`src/hw/riscv_m_pkg.sv`:
```
package riscv_m_pkg;

	// datapath width, one RV64 word
	localparam int XLEN = 64;

	// full product width of a 64x64 multiply
	localparam int DXLEN = 2 * XLEN;

	// destination register tag, x0..x31
	localparam int REG_W = 5;

	// funct3 width of the opcode field
	localparam int OP_W = 3;

	// funct3 bit that steers the result to the divider
	localparam int DIV_SEL_BIT = 2;

	// funct3 bit that marks divu and remu as unsigned
	localparam int UNSIGNED_BIT = 0;

	// M extension ops, encoded exactly as funct3
	typedef enum logic [OP_W-1:0] {
		MUL    = 3'b000,	// low half, sign does not matter
		MULH   = 3'b001,	// high half, signed x signed
		MULHSU = 3'b010,	// high half, signed x unsigned
		MULHU  = 3'b011,	// high half, unsigned x unsigned
		DIV    = 3'b100,	// signed quotient
		DIVU   = 3'b101,	// unsigned quotient
		REM    = 3'b110,	// signed remainder
		REMU   = 3'b111	// unsigned remainder
	} m_op_e;

	// bit 2 set means a divider op
	// bit 0 set in a divider op means unsigned
	// mul ops never look at bit 0 as a sign flag

endpackage

```
`src/hw/riscv_m_req_if.sv`:
```
`timescale 1ns/1ps

interface riscv_m_req_if;

	logic                                valid;	// request held in the issue stage
	riscv_m_pkg::m_op_e                  op;	// decoded funct3
	logic [riscv_m_pkg::XLEN-1:0]        rs1data;	// first operand
	logic [riscv_m_pkg::XLEN-1:0]        rs2data;	// second operand
	logic [riscv_m_pkg::REG_W-1:0]       rd;	// tag that rides along to writeback

	// issue stage owns every signal
	modport issue (output valid, output op, output rs1data, output rs2data, output rd);

	// execute units only see the operands and the op
	modport exec (input op, input rs1data, input rs2data);

	// writeback needs op for the result mux
	modport wb (input valid, input op, input rd);

endinterface

```
`src/hw/riscv_m_writeback.sv`:
```
`timescale 1ns/1ps

module riscv_m_writeback (
	input  logic                                i_riscv_clk,
	input  logic                                i_reset,
	riscv_m_req_if.wb                           req,
	input  logic [riscv_m_pkg::XLEN-1:0]        i_mul_result,
	input  logic [riscv_m_pkg::XLEN-1:0]        i_div_result,
	output logic                                o_valid,
	output logic [riscv_m_pkg::XLEN-1:0]        o_result,
	output logic [riscv_m_pkg::REG_W-1:0]       o_rd
);

	logic [riscv_m_pkg::XLEN-1:0] sel_result;	// unit result picked by the op

	// funct3 bit 2 picks the divider
	assign sel_result = req.op[riscv_m_pkg::DIV_SEL_BIT] ? i_div_result : i_mul_result;

	always_ff @(posedge i_riscv_clk)
	begin
		if (i_reset)
		begin
			o_valid <= 1'b0;	// nothing in flight after reset
		end
		else
		begin
			o_valid <= req.valid;
		end
	end

	// result and tag only move on a real request
	always_ff @(posedge i_riscv_clk)
	begin
		if (req.valid)
		begin
			o_result <= sel_result;
			o_rd     <= req.rd;	// same tag that went in
		end
	end

endmodule

```
`src/flat_wrapper.sv`:
```
// flat-port wrapper written by rule: the top's interface ports become plain ports
module riscv_m_writeback_flat 
  (i_riscv_clk, i_reset, i_mul_result, i_div_result, o_valid, o_result, o_rd, req_valid, req_op, req_rd);
  riscv_m_req_if req_i ();
  input  logic i_riscv_clk;
  input  logic i_reset;
  input  logic [riscv_m_pkg::XLEN-1:0] i_mul_result;
  input  logic [riscv_m_pkg::XLEN-1:0] i_div_result;
  output logic o_valid;
  output logic [riscv_m_pkg::XLEN-1:0] o_result;
  output logic [riscv_m_pkg::REG_W-1:0] o_rd;
  input wire logic [$bits(req_i.valid)-1:0] req_valid;
  input wire logic [$bits(req_i.op)-1:0] req_op;
  input wire logic [$bits(req_i.rd)-1:0] req_rd;
  assign req_i.valid = req_valid;
  assign req_i.op = req_op;
  assign req_i.rd = req_rd;
  riscv_m_writeback u_core (.i_riscv_clk(i_riscv_clk), .i_reset(i_reset), .req(req_i), .i_mul_result(i_mul_result), .i_div_result(i_div_result), .o_valid(o_valid), .o_result(o_result), .o_rd(o_rd));
endmodule
```
`config.mk`:
```
export PLATFORM = sky130hd
export DESIGN_NAME = riscv_m_writeback_flat
export DESIGN_NICKNAME = d
export VERILOG_FILES = /design/src/hw/riscv_m_pkg.sv /design/src/hw/riscv_m_req_if.sv /design/src/hw/riscv_m_writeback.sv /design/src/flat_wrapper.sv
export SDC_FILE = /design/constraint.sdc
export NUM_CORES = 1
export LEC_CHECK = 0
export ABC_AREA = 1
export BUFFER_PORTS_ARGS = -buffer_cell sky130_fd_sc_hd__buf_2
export CELL_PAD_IN_SITES_DETAIL_PLACEMENT = 1
export CELL_PAD_IN_SITES_GLOBAL_PLACEMENT = 1
export CORE_MARGIN = 3
export CORE_UTILIZATION = 31
export DETAILED_ROUTE_END_ITERATION = 12
export GPL_ROUTABILITY_DRIVEN = 0
export PLACE_DENSITY_LB_ADDON = 0.1
export RECOVER_POWER = 100
export SLEW_MARGIN = 20
export SYNTH_ARGS = -nofsm -noshare
export SYNTH_HDL_FRONTEND = slang
export SYNTH_SLANG_ARGS = --single-unit
export TNS_END_PERCENT = 1
```
`constraint.sdc`:
```
create_clock -name i_riscv_clk -period 2 [get_ports i_riscv_clk]
set_clock_uncertainty 0.05 [all_clocks]
set_input_delay 0.3 -clock i_riscv_clk [delete_from_list [all_inputs] [get_ports i_riscv_clk]]
set_output_delay 0.3 -clock i_riscv_clk [all_outputs]
set_load 0.02 [all_outputs]
```
Word-level counts from Yosys, hierarchy flattened
Index checks and enable logic that the tools add are counted.

Flip-flop bits (word level): 70. Input port bits: 139. Output and inout bits: 70. Word-level logic and storage cells: 4.

Multiplexer cells: 1.

Operators with widths (count): $mux 64 (1).

Depth between registers and ports, before layout
Gate-level depths: netlist of the first run.

Depth in word-level cells: 1. Mapped depth: 4. Depth with buffers taken out: 3.

Least setup slack after synthesis of the first run
Ideal clock, no wire load.

Path type: input port to flip-flop. Start point: in req_op[2]. End point: reg u_core.o_result[0] (netlist bit), data pin. Library setup time: 0.252 ns. Arrival: 0.692 ns. Slack: 1.006 ns. Stages on the path: 4. Path buffers: 2. Cells stage by stage: buf_4 > clkbuf_8 > nand2_1 > nand2_1.

Word-level cells in the longest chain between the ends: 1.

Ends and longest elaborated chain: start, declared (line flat_wrapper.sv:13) `input wire logic [$bits(req_i.op)-1:0] req_op;`; $mux 64 (line riscv_m_writeback.sv:17) `assign sel_result = req.op[riscv_m_pkg::DIV_SEL_BIT] ? i_div_result : i_mul_result;`; net u_core.sel_result, one bit (line riscv_m_writeback.sv:14) `logic [riscv_m_pkg::XLEN-1:0] sel_result;`; end signal, assigned (line riscv_m_writeback.sv:36) `o_result <= sel_result;`; end, declared (line riscv_m_writeback.sv:10) `output logic [riscv_m_pkg::XLEN-1:0] o_result,`.

The timed path passes the listed nets, and every way through them passes these cells. A chain may end at the register's enable or synchronous reset.

Final worst setup path of the first run
Start point: in req_valid. End point: reg u_core.o_result[60] (netlist bit) (enable).

RTL lines: start, declared (line flat_wrapper.sv:12) `input wire logic [$bits(req_i.valid)-1:0] req_valid;`.

No word-level cell between the ends.

==> flow_summary.yaml, run 1 <==
timing:
  setup_violations: 0
  post-route-min-period_ns: 1.291
  fin_ws_ns: 0.7091
  worstMarginPinSlew_ns: 0.9827
  max_freq_ghz: 0.7747
  final_hold_viol_count: 0
  tns_ns: 0
  relSlewSlack_pct: 34.49
  slew_viol_final: 0
  rsz0062_at_grt: "no"
  hold_ws_ns: 0.07382
  period_share_pct: 64.54
worst_setup_path:
  critPathMaxStageDelay_ns: 0.76
  crit_end: "u_core.o_result[60]$_DFFE_PP_"
  crit_family: "buffers and inverters"
  critPathMaxFanout: 70
  cp-end-kind: "flop"
  cp.depth: 2
  critPathSlowestCell: "clkbuf_4"
  path_buf_inv: 2
  crit_path_start_kind: "input pin"
  crit_arrival_ns: 1.18
  crit_type: "input pin to flop"
  cp_cell_sequence: "buf_2, clkbuf_4"
  startpoint: "req_valid"
  required_ns: 1.89
layout:
  drive_gt1_share_pct: 31.10
  layout_commonest_cell: "nand2_1"
  diodes: 0
  final_cell_mix: "nand2_1, buf_2, clkbuf_1"
  nets: 626
  final_area_mm2: 0.004138
  syn2layout_area_growth_pct: 40.54
clock_tree:
  cts_buffers: 9
  cts_hold_buf: 0
  postCtsSetupRepairBufs: 0
  root_buffer: "clkbuf_8"
  cts_resized: 0
  cts_htree_levels: 3
  cts_tree: "done"
  path_clk_slew_ns: 0.07
  clock-sinks: 70
  cts_max_path_buffers: 2
die:
  die-area_mm2: 0.01070
  coreArea_mm2: 0.008976
  row_count: 34
  die_y_um: 103.5
  die_w_um: 103.5
  initial_core_util_pct: 32.80
  io_pins: 209
worst_hold_path:
  hold_class: "input pin to flop"
  hp-start: "i_reset"
pwr:
  ir_worst_vdd_mv: 0.2370
  power_per_cell_area_mw_per_mm2: 825.4
  power_leakage_nw: 1.988
routing:
  wl_per_cell_um: 14.33
  routed_wl_um: 8856
  vias: 2663
  drtPass1Iterations: 4
  vias_per_cell: 4.309
  initialDrtViolationCount: 65
  ant_nets: 0
  drc: 0
placement:
  place_area_mm2: 0.004063
  io_buffers: 206
  pre_cts_slack_ns: 0.7906
  dp_hpwl_um: 6668
synth:
  ys_ff_latch: 70
  syn-cell-area_mm2: 0.002944
  mappedNetlistNets: 417
  yosys_warnings: 0
  yosysTopAreaCellShare_pct: 70.38
  synth_top_area_cell: "edfxtp_1"
  syn_area_per_cell_um2: 10.59
  synth_seq_area_share_pct: 71.06
  synth_cell_types: 9
  synthCells: 278
  synth_area_leaders: "edfxtp_1, nand2_1, clkbuf_8"
grt:
  grt_pass1_vias: 2677
  grtUsageTotal_pct: 15.60
  grt_pass1_wl_um: 12650
  antenna_found_initial: 0
  overflow: 0
  grt_max_degree: 71
job:
  cap_violations: 0
outcome:
  status: "finished, final reports clean"
## cells in the mapped netlist
master	n
edfxtp_1	69
inv_1	1
nand2_1	192
nor2_1	1
buf_4	1
inv_2	1
clkbuf_8	6
dfxtp_1	1
buf_2	6
## worst min path at each step
| stage | depth (start not counted) | slack [ns] | end |
|---|---|---|---|
| floorplan | 1 | 0.32 | u_core.o_valid$_SDFF_PP0_ |
| global placement | 2 | 0.41 | u_core.o_valid$_SDFF_PP0_ |
| detailed placement | 2 | 0.41 | u_core.o_valid$_SDFF_PP0_ |
| CTS | 2 | 0.05 | u_core.o_valid$_SDFF_PP0_ |
| global route | 2 | 0.06 | u_core.o_valid$_SDFF_PP0_ |
| finish | 2 | 0.07 | u_core.o_valid$_SDFF_PP0_ |
## through the flow
step	std cells	util (%)	total power [W]
2_1_floorplan	278	-	0.002142
3_3_place_gp	602	45.26	0.002434
3_5_place_dp	602	45.26	0.002453
4_1_cts	618	47.28	0.003515
5_1_grt	618	46.10	0.003594
6_report	618	46.10	0.003415
## flip-flops by register name, indices dropped and copies added, names as in the netlist
| register | cells |
|---|---|
| u_core.o_rd | 5 |
| u_core.o_result | 64 |
| u_core.o_valid | 1 |
## cells by family after synthesis
kind of cell | Yosys count | share of synthesized area, %
DFF | 70 | 71.06
and+or+nand+nor | 193 | 24.61
buffers and inverters | 15 | 4.335
## metal layers
metal | routed length [um] | GRT usage [%] | share of wire, % | up-vias
met2 | 4580 | 27.94 | 52 | 122
met4 | 156 | 6.773 | 1.8 | 0
met1 | 3240 | 16.55 | 37 | 1220
met5 | 0 | 0 | 0 | -
li1 | - | - | - | 1309
met3 | 879 | 5.366 | 9.9 | 12
## cell type report
class / count / area, um2
Fill cell: 1119 / 4838
Sequential cell: 70 / 2092
Timing Repair Buffer: 211 / 974.7
Multi-Input combinational cell: 193 / 724.4
Clock buffer: 15 / 176.4
Tap cell: 126 / 157.7
Inverter: 2 / 7.507
Clock inverter: 1 / 5.005
## power breakdown
group / switching, W / leakage [nW] / total [W] / internal [W]
Clock: 0.000490 / 0.0937 / 0.00104 / 0.000553
Sequential: 0.0000323 / 0.681 / 0.00180 / 0.00177
Combinational: 0.000381 / 1.21 / 0.000572 / 0.000190
Note: power is estimated with default switching activity, not from simulation.
==> inputs of run 2 (changes only) <==
Settings changed: CORE_UTILIZATION 31 to 26.
Clock period 2 ns to 1.1 ns, I/O delays scaled along.
==> flow_summary.yaml, run 2 (same netlist as run 1, synthesis figures left out) <==
pwr:
  ir_worst_vdd_mv: 0.6774
  p_total_w: 0.006878
  power_per_cell_area_mw_per_mm2: 1555
  power_leakage_nw: 2.260
routing:
  vias: 2646
  routed_wl_um: 8970
  vias_per_cell: 4.141
  drc: 0
  ant_nets: 0
  drtPass1Iterations: 4
  wl_per_cell_um: 14.04
  initialDrtViolationCount: 101
layout:
  multiInputGateArea_um2: 724.4
  utilization_pct: 40.45
  nFillCells: 1302
  seq_area_mm2: 0.002092
  largest_reg_flops: 64
  layout.cells.non_filler: 639
  top_regs: "u_core.o_result (64), u_core.o_rd (5), u_core.o_valid (1)"
  regMostFlops: "u_core.o_result"
  layout_commonest_cell: "nand2_1"
  final_area_mm2: 0.004423
  syn2layout_area_growth_pct: 50.23
  diodes: 0
  drive_gt1_share_pct: 44.49
  nets: 635
  final_cell_mix: "nand2_1, buf_2, edfxtp_1"
job:
  cap_violations: 0
worst_setup_path:
  cp-end-kind: "output port"
  critPathMaxFanout: 1
  required_ns: 0.88
  critPathMaxStageDelay_ns: 0.41
  cp_cell_sequence: "buf_6"
  crit_family: "flip-flops"
  path_buf_inv: 1
  crit_type: "flop to output port"
  crit_arrival_ns: 0.89
  critPathSlowestCell: "edfxtp_1"
  crit_path_start_kind: "flop"
clock_tree:
  cts_buffers: 9
  clock-sinks: 70
  cts_tree: "done"
  cts_max_path_buffers: 2
  cts_htree_levels: 3
  path_clk_slew_ns: 0.05
  root_buffer: "clkbuf_16"
timing:
  tns_ns: -0.001122
  slew_viol_final: 0
  post-route-min-period_ns: 1.101
  setup_violations: 1
  fin_ws_ns: -0.001122
  worstMarginPinSlew_ns: 0.7247
  rsz0062_at_grt: "yes"
  period_share_pct: 100.1
  max_freq_ghz: 0.9082
  final_hold_viol_count: 0
  relSlewSlack_pct: 51.69
placement:
  io_buffers: 206
  dp_cells: 619
  dp_hpwl_um: 6815
  place_area_mm2: 0.004153
grt:
  grt_max_degree: 43
  grt_pass1_wl_um: 13660
  grt_pass1_vias: 2787
  antenna_found_initial: 0
  overflow: 0
  grtUsageTotal_pct: 14.07
die:
  coreArea_mm2: 0.01094
  die_w_um: 112.4
  row_count: 38
  initial_core_util_pct: 26.92
  io_pins: 209
  die_y_um: 112.4
  die-area_mm2: 0.01264
worst_hold_path:
  hold_class: "input pin to flop"
outcome:
  status: "finished with violations"
  violations: "setup timing"
[run 2: cell types whose count changed in the layout (fill, tap and decap cells not counted), sizes merged]
cell,previous run,this run
dlygate4sd3,0,6
clkbuf,89,29
buf,137,195
clkinv,1,4
[run 2: path summary, 6_finish.rpt]
check / start / end / slack, ns / cells past startpoint
max: u_core.o_result[25]$_DFFE_PP_ / o_result[25] / -0.001 / 1
min: i_mul_result[3] / u_core.o_result[3]$_DFFE_PP_ / 0.05 / 3
[run 2: layout make-up]
class	instances	area share, %
Clock buffer	10	5.177
Clock inverter	4	0.3678
Inverter	2	0.1697
Multi-Input combinational cell	193	16.38
Sequential cell	70	47.30
Tap cell	140	3.960
Timing Repair Buffer	220	26.65
[run 2: per-stage QoR]
step | worst slack, ns | hold WS, ns
floorplan | 0.2412 | 0.1862
global placement | 0.1068 | 0.2724
detailed placement | 0.08005 | 0.2807
CTS | -0.02113 | 0.03983
global route | -0.03959 | 0.05210
finish | -0.001122 | 0.05298
[run 2: per-layer routing]
layer  wire (um)  track usage, %
met5           0               0
met4         149           5.288
met3         914           6.092
met2        4240           23.80
met1        3665           15.76
[run 2: timing repair]
item,4_1_cts,5_1_grt
setup buffers,0,0
setup endpoints to repair,1,28
endpoints found under the hold margin,6,0
resized for setup,2,6
pin swaps,0,0
hold buffers,6,0
[run 2: report_power, final]
part / total, W / internal (W) / switching (W)
Sequential: 0.00327 / 0.00322 / 0.0000525
Combinational: 0.00115 / 0.000449 / 0.000705
Clock: 0.00245 / 0.00147 / 0.000982
Total: 0.00688 / 0.00514 / 0.00174
==> inputs of run 3 (changes only) <==
Settings changed: CORE_ASPECT_RATIO set to 0.75, CORE_UTILIZATION 26 to 29.
Clock period 1.1 ns to 1.2 ns, I/O delays scaled along.
==> flow_summary.yaml, run 3 (same netlist as run 1, synthesis figures left out) <==
timing:
  relSlewSlack_pct: 54.68
  final_hold_viol_count: 0
  tns_ns: 0
  fin_ws_ns: 0.08985
  setup_violations: 0
  rsz0062_at_grt: "no"
  worstMarginPinSlew_ns: 0.6798
  hold_ws_ns: 0.06424
  post-route-min-period_ns: 1.110
  max_freq_ghz: 0.9008
  period_share_pct: 92.51
  slew_viol_final: 0
layout:
  top_regs: "u_core.o_result (64), u_core.o_rd (5), u_core.o_valid (1)"
  largest_reg_flops: 64
  diodes: 0
  layout.cells.non_filler: 631
  nets: 633
  layout_commonest_cell: "nand2_1"
  final_cell_mix: "nand2_1, buf_2, clkbuf_2"
  regMostFlops: "u_core.o_result"
  syn2layout_area_growth_pct: 51.64
  drive_gt1_share_pct: 45.09
worst_hold_path:
  hold_class: "input pin to flop"
grt:
  grt_max_degree: 48
  overflow: 0
  antenna_found_initial: 0
  grtUsageTotal_pct: 16.19
  met1_usage_pct: 16.66
  top_usage_layer: "met2"
  grt_pass1_vias: 2889
  grt_pass1_wl_um: 14030
  grt_util_met2_pct: 27.71
  grt_util_met3_pct: 9.008
placement:
  dp_cells: 609
  io_buffers: 206
  dp_hpwl_um: 6844
  pre_cts_slack_ns: 0.1001
worst_setup_path:
  path_buf_inv: 1
  critPathMaxStageDelay_ns: 0.39
  crit_family: "flip-flops"
  critPathSlowestCell: "edfxtp_1"
  cp_cell_sequence: "clkbuf_2"
  cp-end-kind: "output port"
  crit_arrival_ns: 0.88
  required_ns: 0.97
  crit_type: "flop to output port"
  crit_path_start_kind: "flop"
  critPathMaxFanout: 1
clock_tree:
  cts_buffers: 9
  postCtsSetupRepairBufs: 0
  clock-sinks: 70
  cts_resized: 0
  cts_htree_levels: 3
  cts_hold_buf: 6
  cts_tree: "done"
  root_buffer: "clkbuf_16"
  path_clk_slew_ns: 0.06
  cts_max_path_buffers: 2
routing:
  initialDrtViolationCount: 126
  drtPass1Iterations: 4
  vias: 2688
  drc: 0
  wl_per_cell_um: 14.52
  ant_nets: 0
  vias_per_cell: 4.260
  routed_wl_um: 9162
die:
  coreArea_mm2: 0.009774
  initial_core_util_pct: 30.12
  die_w_um: 122.3
  io_pins: 209
  die_y_um: 93.26
  row_count: 31
  die-area_mm2: 0.01141
outcome:
  status: "finished, final reports clean"
pwr:
  power_per_cell_area_mw_per_mm2: 1543
  ir_worst_vdd_mv: 0.7078
  power_leakage_nw: 2.287
job:
  cap_violations: 0
==> run 3: cell count changes in the layout (fill, tap and decap cells not counted), sizes merged <==
cell / change
clkbuf: +55
bufinv: +2
clkinvlp: +1
buf: -58
==> run 3: path summary, 6_finish.rpt <==
kind	start	slack, ns	end	cells after the start
worst max-delay path	u_core.o_result[23]$_DFFE_PP_	0.09	o_result[23]	1
worst min-delay path	i_mul_result[49]	0.06	u_core.o_result[49]$_DFFE_PP_	3
==> run 3: area by class of cell <==
cell class                      count  area (um2)
Clock inverter                      7       98.84
Sequential cell                    70        2092
Multi-Input combinational cell    193       724.4
Tap cell                          132       165.2
Inverter                            2       7.507
Fill cell                        1215        5310
Clock buffer                        9       225.2
Timing Repair Buffer              218        1151
==> run 3: power breakdown <==
part	leakage [nW]	total, W	switching, W	internal [W]
Combinational	1.45	0.00104	0.000650	0.000393
Clock	0.156	0.00284	0.00102	0.00182
Sequential	0.681	0.00301	0.0000582	0.00295
==> run 3: per-layer routing <==
metal,vias to the layer above,routed length (um)
li1,1325,-
met1,1218,3342
met2,133,4430
met3,12,1258
met4,0,131
met5,-,0
==> run 3: stage by stage <==
step / power, W / cell area [um2] / util (%)
4_1_cts: 0.006997 / 4487 / 45.90
3_3_place_gp: 0.004076 / 4103 / 41.97
5_1_grt: 0.007207 / 4464 / 45.67
3_5_place_dp: 0.004112 / 4103 / 41.97
6_report: 0.006890 / 4464 / 45.67
2_1_floorplan: 0.003569 / 2944 / -
